File: src/mips_defines.svh
`ifndef MIPS_DEFINES_SVH
`define MIPS_DEFINES_SVH

`define DATA_W 32
`define REG_W  5

// primary opcodes.
`define OP_SPECIAL 6'b000000
`define OP_BEQ     6'b000100
`define OP_BNE     6'b000101
`define OP_ADDIU   6'b001001
`define OP_SLTI    6'b001010
`define OP_SLTIU   6'b001011
`define OP_ANDI    6'b001100
`define OP_ORI     6'b001101
`define OP_XORI    6'b001110
`define OP_LUI     6'b001111

// function codes under OP_SPECIAL.
`define FN_SLL  6'b000000
`define FN_SRL  6'b000010
`define FN_SRA  6'b000011
`define FN_SLLV 6'b000100
`define FN_SRLV 6'b000110
`define FN_SRAV 6'b000111
`define FN_MFHI 6'b010000
`define FN_MFLO 6'b010010
`define FN_ADDU 6'b100001
`define FN_SUBU 6'b100011
`define FN_AND  6'b100100
`define FN_OR   6'b100101
`define FN_XOR  6'b100110
`define FN_NOR  6'b100111
`define FN_SLT  6'b101010
`define FN_SLTU 6'b101011

`endif

File: src/mips_pkg.sv
`include "mips_defines.svh"

package mips_pkg;

    typedef logic [`DATA_W-1:0] word_t;
    typedef logic [`REG_W-1:0]  reg_idx_t;
    typedef logic [31:0]        instr_t;
    typedef logic [15:0]        imm_t;
    typedef logic [4:0]         shamt_t;

    typedef enum logic [3:0] {
        ALU_ADD,
        ALU_SUB,
        ALU_AND,
        ALU_OR,
        ALU_XOR,
        ALU_NOR,
        ALU_SLT,
        ALU_SLTU,
        ALU_SLL,
        ALU_SRL,
        ALU_SRA,
        ALU_LUI
    } alu_op_e;

    // operand b comes from rt or from the immediate.
    typedef enum logic [1:0] {
        SRC_B_RT,
        SRC_B_SIGN,
        SRC_B_ZERO
    } src_b_e;

    typedef enum logic [1:0] {
        RES_ALU,
        RES_HI,
        RES_LO
    } res_src_e;

endpackage

File: src/alu.sv
`timescale 1ns/1ps

module alu import mips_pkg::*; (
    input  word_t   a,
    input  word_t   b,
    input  shamt_t  sa,
    input  alu_op_e op,
    output word_t   y,
    output logic    zero
);

    always_comb begin
        case (op)
            ALU_ADD:
                y = a + b;
            ALU_SUB:
                y = a - b;
            ALU_AND:
                y = a & b;
            ALU_OR:
                y = a | b;
            ALU_XOR:
                y = a ^ b;
            ALU_NOR:
                y = ~(a | b);
            ALU_SLT:
                y = word_t'($signed(a) < $signed(b));
            ALU_SLTU:
                y = word_t'(a < b);
            // shifts work on operand b, as mips does with rt.
            ALU_SLL:
                y = b << sa;
            ALU_SRL:
                y = b >> sa;
            ALU_SRA:
                y = word_t'($signed(b) >>> sa);
            ALU_LUI:
                y = {b[15:0], 16'h0000};
            default:
                y = '0;
        endcase
    end

    // branch compare runs as a subtract.
    assign zero = (y == '0);

endmodule

File: src/instr_decode.sv
`timescale 1ns/1ps
`include "mips_defines.svh"

module instr_decode import mips_pkg::*; (
    input  instr_t   instr,
    output reg_idx_t rs_idx,
    output reg_idx_t rt_idx,
    output reg_idx_t rd_idx,
    output imm_t     imm,
    output shamt_t   shamt,
    output alu_op_e  alu_op,
    output src_b_e   src_b,
    output res_src_e res_src,
    output logic     var_shift,
    output logic     writes,
    output logic     dest_rd,
    output logic     is_beq,
    output logic     is_bne
);

    logic [5:0] op;
    logic [5:0] funct;

    assign op     = instr[31:26];
    assign rs_idx = instr[25:21];
    assign rt_idx = instr[20:16];
    assign rd_idx = instr[15:11];
    assign shamt  = instr[10:6];
    assign funct  = instr[5:0];
    assign imm    = instr[15:0];

    always_comb begin
        alu_op    = ALU_ADD;
        src_b     = SRC_B_RT;
        res_src   = RES_ALU;
        var_shift = 1'b0;
        writes    = 1'b1;
        dest_rd   = 1'b0;
        is_beq    = 1'b0;
        is_bne    = 1'b0;
        case (op)
            `OP_SPECIAL: begin
                dest_rd   = 1'b1;
                var_shift = (funct == `FN_SLLV) || (funct == `FN_SRLV) || (funct == `FN_SRAV);
                case (funct)
                    `FN_ADDU: alu_op = ALU_ADD;
                    `FN_SUBU: alu_op = ALU_SUB;
                    `FN_AND:  alu_op = ALU_AND;
                    `FN_OR:   alu_op = ALU_OR;
                    `FN_XOR:  alu_op = ALU_XOR;
                    `FN_NOR:  alu_op = ALU_NOR;
                    `FN_SLT:  alu_op = ALU_SLT;
                    `FN_SLTU: alu_op = ALU_SLTU;
                    `FN_SLL, `FN_SLLV: alu_op = ALU_SLL;
                    `FN_SRL, `FN_SRLV: alu_op = ALU_SRL;
                    `FN_SRA, `FN_SRAV: alu_op = ALU_SRA;
                    `FN_MFHI: res_src = RES_HI;
                    `FN_MFLO: res_src = RES_LO;
                    default:  writes = 1'b0;
                endcase
            end
            `OP_ADDIU:
                src_b = SRC_B_SIGN;
            `OP_SLTI: begin
                alu_op = ALU_SLT;
                src_b  = SRC_B_SIGN;
            end
            `OP_SLTIU: begin
                alu_op = ALU_SLTU;
                src_b  = SRC_B_SIGN;
            end
            // logic immediates are zero extended.
            `OP_ANDI: begin
                alu_op = ALU_AND;
                src_b  = SRC_B_ZERO;
            end
            `OP_ORI: begin
                alu_op = ALU_OR;
                src_b  = SRC_B_ZERO;
            end
            `OP_XORI: begin
                alu_op = ALU_XOR;
                src_b  = SRC_B_ZERO;
            end
            `OP_LUI: begin
                alu_op = ALU_LUI;
                src_b  = SRC_B_ZERO;
            end
            `OP_BEQ: begin
                alu_op = ALU_SUB;
                writes = 1'b0;
                is_beq = 1'b1;
            end
            `OP_BNE: begin
                alu_op = ALU_SUB;
                writes = 1'b0;
                is_bne = 1'b1;
            end
            default:
                writes = 1'b0;
        endcase
    end

endmodule

File: src/pipe_reg.sv
`timescale 1ns/1ps

module pipe_reg #(
    parameter int WIDTH = 32
) (
    input  logic             clk,
    input  logic             rst_n,
    input  logic             stall,
    input  logic             d_valid,
    input  logic [WIDTH-1:0] d,
    output logic             q_valid,
    output logic [WIDTH-1:0] q
);

    always_ff @(posedge clk or negedge rst_n) begin
        if (!rst_n) begin
            q_valid <= 1'b0;
        end else if (!stall) begin
            q_valid <= d_valid;
        end
    end

    // payload only.
    always_ff @(posedge clk) begin
        if (!stall) begin
            q <= d;
        end
    end

endmodule

File: src/forward_unit.sv
`timescale 1ns/1ps

module forward_unit import mips_pkg::*; (
    input  reg_idx_t rs_idx,
    input  reg_idx_t rt_idx,
    input  word_t    rs_val,
    input  word_t    rt_val,
    input  logic     mem_valid,
    input  logic     mem_write,
    input  reg_idx_t mem_reg,
    input  word_t    mem_data,
    input  logic     wb_write,
    input  reg_idx_t wb_reg,
    input  word_t    wb_data,
    output word_t    rs_fwd,
    output word_t    rt_fwd
);

    // newest producer wins; r0 always reads the file value.
    function automatic word_t pick(input reg_idx_t idx, input word_t rf_val);
        logic hit_mem;
        logic hit_wb;
        hit_mem = mem_valid && mem_write && (mem_reg == idx) && (idx != '0);
        hit_wb  = wb_write && (wb_reg == idx) && (idx != '0);
        if (hit_mem) begin
            return mem_data;
        end else if (hit_wb) begin
            return wb_data;
        end
        return rf_val;
    endfunction

    always_comb begin
        rs_fwd = pick(rs_idx, rs_val);
        rt_fwd = pick(rt_idx, rt_val);
    end

endmodule

File: src/execute_stage.sv
`timescale 1ns/1ps
`include "mips_defines.svh"

module execute_stage import mips_pkg::*; (
    input  logic     ex_valid,
    input  logic     nullify,
    input  instr_t   instr,
    input  word_t    pcadd4,
    input  word_t    rs_fwd,
    input  word_t    rt_fwd,
    input  word_t    hi,
    input  word_t    lo,
    output reg_idx_t rs_idx,
    output reg_idx_t rt_idx,
    output logic     res_valid,
    output logic     res_write,
    output reg_idx_t res_dest,
    output word_t    res_data,
    output logic     res_taken,
    output word_t    res_pc_branch
);

    reg_idx_t rd_idx;
    imm_t     imm;
    shamt_t   shamt;
    alu_op_e  alu_op;
    src_b_e   src_b;
    res_src_e res_src;
    logic     var_shift;
    logic     writes;
    logic     dest_rd;
    logic     is_beq;
    logic     is_bne;
    word_t    imm_sext;
    word_t    imm_zext;
    word_t    alu_b;
    word_t    alu_y;
    shamt_t   alu_sa;
    logic     alu_zero;

    instr_decode u_decode (
        .instr    (instr),
        .rs_idx   (rs_idx),
        .rt_idx   (rt_idx),
        .rd_idx   (rd_idx),
        .imm      (imm),
        .shamt    (shamt),
        .alu_op   (alu_op),
        .src_b    (src_b),
        .res_src  (res_src),
        .var_shift(var_shift),
        .writes   (writes),
        .dest_rd  (dest_rd),
        .is_beq   (is_beq),
        .is_bne   (is_bne)
    );

    assign imm_sext = {{(`DATA_W-16){imm[15]}}, imm};
    assign imm_zext = {{(`DATA_W-16){1'b0}}, imm};

    always_comb begin
        case (src_b)
            SRC_B_SIGN: alu_b = imm_sext;
            SRC_B_ZERO: alu_b = imm_zext;
            default:    alu_b = rt_fwd;
        endcase
    end

    // variable shifts take the low bits of rs.
    assign alu_sa = var_shift ? rs_fwd[$bits(shamt_t)-1:0] : shamt;

    alu u_alu (
        .a   (rs_fwd),
        .b   (alu_b),
        .sa  (alu_sa),
        .op  (alu_op),
        .y   (alu_y),
        .zero(alu_zero)
    );

    always_comb begin
        case (res_src)
            RES_HI:  res_data = hi;
            RES_LO:  res_data = lo;
            default: res_data = alu_y;
        endcase
    end

    assign res_dest  = dest_rd ? rd_idx : rt_idx;
    assign res_valid = ex_valid && !nullify;
    assign res_write = res_valid && writes && (res_dest != '0);

    assign res_taken     = res_valid && ((is_beq && alu_zero) || (is_bne && !alu_zero));
    assign res_pc_branch = pcadd4 + {imm_sext[`DATA_W-3:0], 2'b00};

endmodule

File: src/execute_top.sv
`timescale 1ns/1ps
`include "mips_defines.svh"

module execute_top import mips_pkg::*; (
    input  logic     clk,
    input  logic     rst_n,
    input  logic     in_valid,
    input  instr_t   in_instr,
    input  word_t    in_pcadd4,
    input  word_t    in_rs_val,
    input  word_t    in_rt_val,
    input  word_t    hi,
    input  word_t    lo,
    input  logic     stall,
    input  logic     nullify,
    input  logic     wb_write,
    input  reg_idx_t wb_reg,
    input  word_t    wb_data,
    output logic     out_valid,
    output logic     out_write,
    output reg_idx_t out_dest_reg,
    output word_t    out_data,
    output logic     out_branch_taken,
    output word_t    out_pc_branch
);

    localparam int ID_EX_W  = $bits(instr_t) + 3 * `DATA_W;
    localparam int EX_MEM_W = 2 + `REG_W + 2 * `DATA_W;

    logic                ex_valid;
    logic [ID_EX_W-1:0]  id_ex_q;
    instr_t              ex_instr;
    word_t               ex_pcadd4;
    word_t               ex_rs_val;
    word_t               ex_rt_val;
    reg_idx_t            rs_idx;
    reg_idx_t            rt_idx;
    word_t               rs_fwd;
    word_t               rt_fwd;
    logic                res_valid;
    logic                res_write;
    reg_idx_t            res_dest;
    word_t               res_data;
    logic                res_taken;
    word_t               res_pc_branch;
    logic [EX_MEM_W-1:0] ex_mem_q;
    logic                mem_write;
    logic                mem_taken;

    pipe_reg #(.WIDTH(ID_EX_W)) u_id_ex (
        .clk    (clk),
        .rst_n  (rst_n),
        .stall  (stall),
        .d_valid(in_valid),
        .d      ({in_instr, in_pcadd4, in_rs_val, in_rt_val}),
        .q_valid(ex_valid),
        .q      (id_ex_q)
    );

    assign {ex_instr, ex_pcadd4, ex_rs_val, ex_rt_val} = id_ex_q;

    forward_unit u_forward (
        .rs_idx   (rs_idx),
        .rt_idx   (rt_idx),
        .rs_val   (ex_rs_val),
        .rt_val   (ex_rt_val),
        .mem_valid(out_valid),
        .mem_write(out_write),
        .mem_reg  (out_dest_reg),
        .mem_data (out_data),
        .wb_write (wb_write),
        .wb_reg   (wb_reg),
        .wb_data  (wb_data),
        .rs_fwd   (rs_fwd),
        .rt_fwd   (rt_fwd)
    );

    execute_stage u_execute (
        .ex_valid     (ex_valid),
        .nullify      (nullify),
        .instr        (ex_instr),
        .pcadd4       (ex_pcadd4),
        .rs_fwd       (rs_fwd),
        .rt_fwd       (rt_fwd),
        .hi           (hi),
        .lo           (lo),
        .rs_idx       (rs_idx),
        .rt_idx       (rt_idx),
        .res_valid    (res_valid),
        .res_write    (res_write),
        .res_dest     (res_dest),
        .res_data     (res_data),
        .res_taken    (res_taken),
        .res_pc_branch(res_pc_branch)
    );

    pipe_reg #(.WIDTH(EX_MEM_W)) u_ex_mem (
        .clk    (clk),
        .rst_n  (rst_n),
        .stall  (stall),
        .d_valid(res_valid),
        .d      ({res_write, res_dest, res_data, res_taken, res_pc_branch}),
        .q_valid(out_valid),
        .q      (ex_mem_q)
    );

    assign {mem_write, out_dest_reg, out_data, mem_taken, out_pc_branch} = ex_mem_q;

    // write and taken only count behind a valid entry.
    assign out_write        = out_valid && mem_write;
    assign out_branch_taken = out_valid && mem_taken;

endmodule

File: config.mk
export PLATFORM = sky130hd
export DESIGN_NAME = execute_top
export DESIGN_NICKNAME = d
export VERILOG_FILES = /design/src/mips_pkg.sv /design/src/alu.sv /design/src/instr_decode.sv /design/src/pipe_reg.sv /design/src/forward_unit.sv /design/src/execute_stage.sv /design/src/execute_top.sv
export VERILOG_INCLUDE_DIRS = /design/src
export SDC_FILE = /design/constraint.sdc
export NUM_CORES = 1
export LEC_CHECK = 0
export ABC_AREA = 1
export BUFFER_PORTS_ARGS = -buffer_cell sky130_fd_sc_hd__buf_4
export CORE_MARGIN = 2
export CORE_UTILIZATION = 36
export CTS_BUF_LIST = sky130_fd_sc_hd__clkbuf_8
export DETAILED_ROUTE_END_ITERATION = 10
export GPL_TIMING_DRIVEN = 0
export HOLD_SLACK_MARGIN = 0.05
export PLACE_DENSITY = 0.54
export SLEW_MARGIN = 10
export SYNTH_ARGS = -nofsm -noshare
export SYNTH_HDL_FRONTEND = slang
export SYNTH_HIERARCHICAL = 1
export SYNTH_SLANG_ARGS = --single-unit
File: constraint.sdc
create_clock -name clk -period 3.8 [get_ports clk]
set_input_delay 0.19 -clock clk [delete_from_list [all_inputs] [get_ports clk]]
set_output_delay 0.19 -clock clk [all_outputs]
set_load 0.1 [all_outputs]
==> key figures <==
Run status
  • Status: finished, violations left
  • Failing checks: negative setup slack

Floorplanning
  • Core Box Area: 0.0641 mm2
  • Die Footprint: 0.0665 mm2
  • Number of top-level pins: 307
  • Chip Height: 258 um
  • Die width: 258 um
  • Row count: 93
  • Initial Util: 36.2%

Drt
  • WL/cell: 23.9 um
  • DR pass1 iterations: 8
  • Via count of the routed design: 29914
  • Via density per instance: 5.46
  • DRC errors left: 0
  • Post-route ant nets: 0
  • Total wire length: 131000 um
  • Initial DRC count: 3321

Power and ir drop
  • Cell Pwr Density: 385 mW/mm2
  • Lkg Pwr: between 0.015 and 0.02 uW
  • Psw: a little under 7000 uW
  • Comb power frac: 62.0%
  • Internal power: 6640 uW
  • Worst VDD drop: 0.411 mV
  • Reg power frac: between 20% and 30%
  • Clk pwr share: 15.9%
  • Switching share of power: 50.8%

Clock network
  • Reg clk slew, reported paths: 0.06 ns
  • Clock Latency Late Sink: slightly above 0.6 ns
  • Clock Root Buffer: clkbuf_8
  • CTS tree: yes
  • Clock sink count: between 200 and 250
  • CTS Buf Count: 39
  • Depth of the CTS H-tree: 2
  • Bufs on Longest Clock Path: 3

Place
  • Buffers on Ports: 306
  • DP HPWL: 102000 um
  • Routability cong.: roughly 1.1
  • Placed Cells incl. Taps: 5055

Logic synthesis
  • Synth Area in Simple Gates: about 45%
  • Cell taking the most area after synthesis: edfxtp_1
  • Multiplexer share of the synthesized area: less than 1%
  • Synth cell types: 50
  • Post-synth top area share: 25.7%
  • Dominant synthesized flop cell: edfxtp_1
  • Asr flop ratio synth: 0.995%
  • Top cells by count, synth: 1498 x nand2_1, 591 x nand3_1, 483 x inv_1
  • Synth Area in Adders: 7.32%
  • YS warnings: 6
  • XOR/XNOR Fraction of Synth Area: 0.905%
  • Largest family of logic cells by synthesized area: simple AND/OR/NAND/NOR gates
  • Count leader, synth: nand2_1
  • Post-Syn Area per Cell: 5.97 um2
  • Count of state elements after synthesis: between 200 and 250
  • Compound-Gate Fraction of Synth Area: 7.24%
  • Post-Synthesis Cells: 3892
  • Synth area leaders: edfxtp_1 26%, nand2_1 24%, nand3_1 13%
  • Syn Nets: 4261
  • Sequential area share after synthesis: 26.0%
  • Post-Syn Area: about 0.023 mm2
  • EDFF count, synth: 199

Worst hold path
  • Min-Delay Endpoint: u_id_ex/q[49]
  • Worst hold path type: primary input to register
  • Hold depth: 2
  • Hold path startpoint: in_rs_val[17]

Flow run
  • Max Cap Viol: 0

Global route
  • Gr usage total: 37.6%
  • Initial antenna violation count: 7
  • First-pass GRT wire length: 184000 um
  • Largest net degree at the start of global routing: 68
  • Overflow after GRT: 0
  • Vias in the first global route: 27839

Finish
  • Filler Cells Inserted: 6537
  • Layout Area Growth over Synthesis: 50.9%
  • Final std cells w/o fill: 5481
  • Final #Nets: roughly 5000
  • Layout cells sized above 1: approximately a third

STA
  • Fin crit share: 123%
  • Min Clock Period, post-route: 4.68 ns
  • Max Transition Viols Final: 0
  • Hold WS: 0.297 ns
  • Unrepaired setup endpoints after global routing: yes
  • Fin. Hold Viols: 0
  • Setup Viol. Count Final: 33
  • Worst setup margin: -0.881 ns
  • Slew @ Worst Pin: 1.25 ns
  • Max transition margin: around 17%
  • Max Clock Freq: 0.214 GHz
  • Final Skew: between 0.04 and 0.05 ns

Worst setup path
  • Max incr delay on CP: 0.54 ns
  • Crit path DAT: 5.15 ns
  • Critical path startpoint category: register
  • R2r endpoint: u_ex_mem/q[32]
  • Crit-path max FO: 7
  • Crit-path slowest cell: dfrtp_4
  • CP most frequent cell: nand2_2
  • Critical Path RT: 4.27 ns
  • R2r startpoint: u_ex_mem/q_valid
  • R2r setup slk: -0.88 ns
  • Reg2Reg Depth: 36
  • Crit end category: register
  • Critical setup path kind: register to register
## worst max-delay path, delay by kind of cell, from the launching register on
family	cells	cell delay, ns
AO/OA/AOI/OAI	4	0.36
adder cells (fa/ha/maj)	1	0.26
buffers and inverters	6	0.77
flip-flops	1	0.54
AND/OR/NAND/NOR	25	2.54
## metal layers
metal | vias to the layer above | global-route usage [%] | part of all wire [%]
met5 | - | 0 | 0.039
met4 | 8 | 17.7 | 5.6
met3 | 354 | 8.41 | 9.8
met2 | 1671 | 60.7 | 45
met1 | 14009 | 47.5 | 40
li1 | 13872 | - | -
## state kept, by name, summed over array words and instances (netlist names)
register and flops:
u_ex_mem/q_valid 1, u_id_ex/q 128, u_ex_mem/q 71, u_id_ex/q_valid 1
## through the flow
| stage | setup TNS [ns] | cell area, um2 | total power (uW) | util (%) | worst slack (ns) |
|---|---|---|---|---|---|
| 6_report | -14.61 | 35000 | 13500 | 54.6 | -0.881 |
| 5_1_grt | -18.27 | 35000 | 14100 | 54.6 | -0.990 |
| 4_1_cts | -14.46 | 32500 | 12400 | 50.6 | -0.856 |
| 3_5_place_dp | -50.88 | 27200 | 9240 | 42.4 | -2.25 |
| 3_3_place_gp | -50.99 | 27100 | 9260 | 42.3 | -2.30 |
| 2_1_floorplan | -2.67 | 23800 | 7120 | - | -0.442 |
## worst max path at each step
stage	end	startpoint	slack (ns)
floorplan	u_ex_mem/q[32]	u_ex_mem/q_valid	-0.44
global placement	u_ex_mem/q[32]	u_id_ex/q[127]	-2.30
detailed placement	u_ex_mem/q[32]	u_id_ex/q[127]	-2.25
CTS	u_ex_mem/q[32]	u_ex_mem/q_valid	-0.86
global route	u_ex_mem/q[32]	u_ex_mem/q_valid	-0.99
finish	u_ex_mem/q[32]	u_ex_mem/q_valid	-0.88
## power by group through the flow
stage	registers, uW	clock network (uW)	logic [uW]
after floorplan	4000	0	3120
after global placement	3030	0	6240
after detailed placement	3020	0	6230
after CTS	2980	2210	7240
after global routing	3000	2280	8780
final	2980	2140	8370
## cell families (layout without fill, tap and decap cells)
family | count (synthesis) | after routing
simple gates | 2515 | 2515
buf+inv | 702 | 1431
compound gates | 309 | 309
flops | 201 | 201
fa+ha+maj | 134 | 134
xor+xnor | 24 | 24
mux | 7 | 7
other cells | 0 | 5
## cells in the final DEF, fill, tap and decap left out, types with 12 or more instances in the layout
cell	Yosys	routed
o21ai_1	5	18
clkbuf_2	0	22
nand4_1	31	31
nor3_1	30	19
nand3_4	0	27
buf_4	45	471
nand3_1	591	483
edfxtp_1	199	199
ha_4	0	24
inv_1	483	416
o211ai_1	19	19
buf_12	0	23
clkbuf_8	0	40
nor2_4	6	93
o21ai_4	0	16
ha_1	131	106
nand3_2	4	85
nor2_1	303	177
inv_2	23	75
buf_6	11	55
nand2_2	14	273
a21oi_2	0	41
xor2_1	14	14
o21ai_0	89	50
clkbuf_1	45	18
buf_2	86	32
clkinv_1	1	12
nand2_4	0	59
nand2_1	1498	1176
a21oi_1	162	118
dlygate4sd3_1	0	199
inv_4	0	18
nor2_2	18	57
buf_8	0	19
## repair_timing
item,4_1_cts,5_1_grt
endpoints found under the hold margin,183,0
endpoints found under the setup margin,33,33
cloned,4,9
hold buffers,199,0
setup buffers,68,77
pin swaps,104,214
resized for setup,543,534
## final cells by class
cell class / count / area [um2] / share of cell area [%]
Antenna cell: 5 / 12.5 / 0.0357
Buffer: 189 / 1640 / 4.67
Clock buffer: 39 / 537 / 1.53
Clock inverter: 32 / 195 / 0.557
Inverter: 507 / 1980 / 5.67
Multi-Input combinational cell: 2989 / 17700 / 50.6
Sequential cell: 201 / 6030 / 17.2
Tap cell: 855 / 1070 / 3.05
Timing Repair Buffer: 664 / 5860 / 16.7
(Power assumes the default switching activity.)
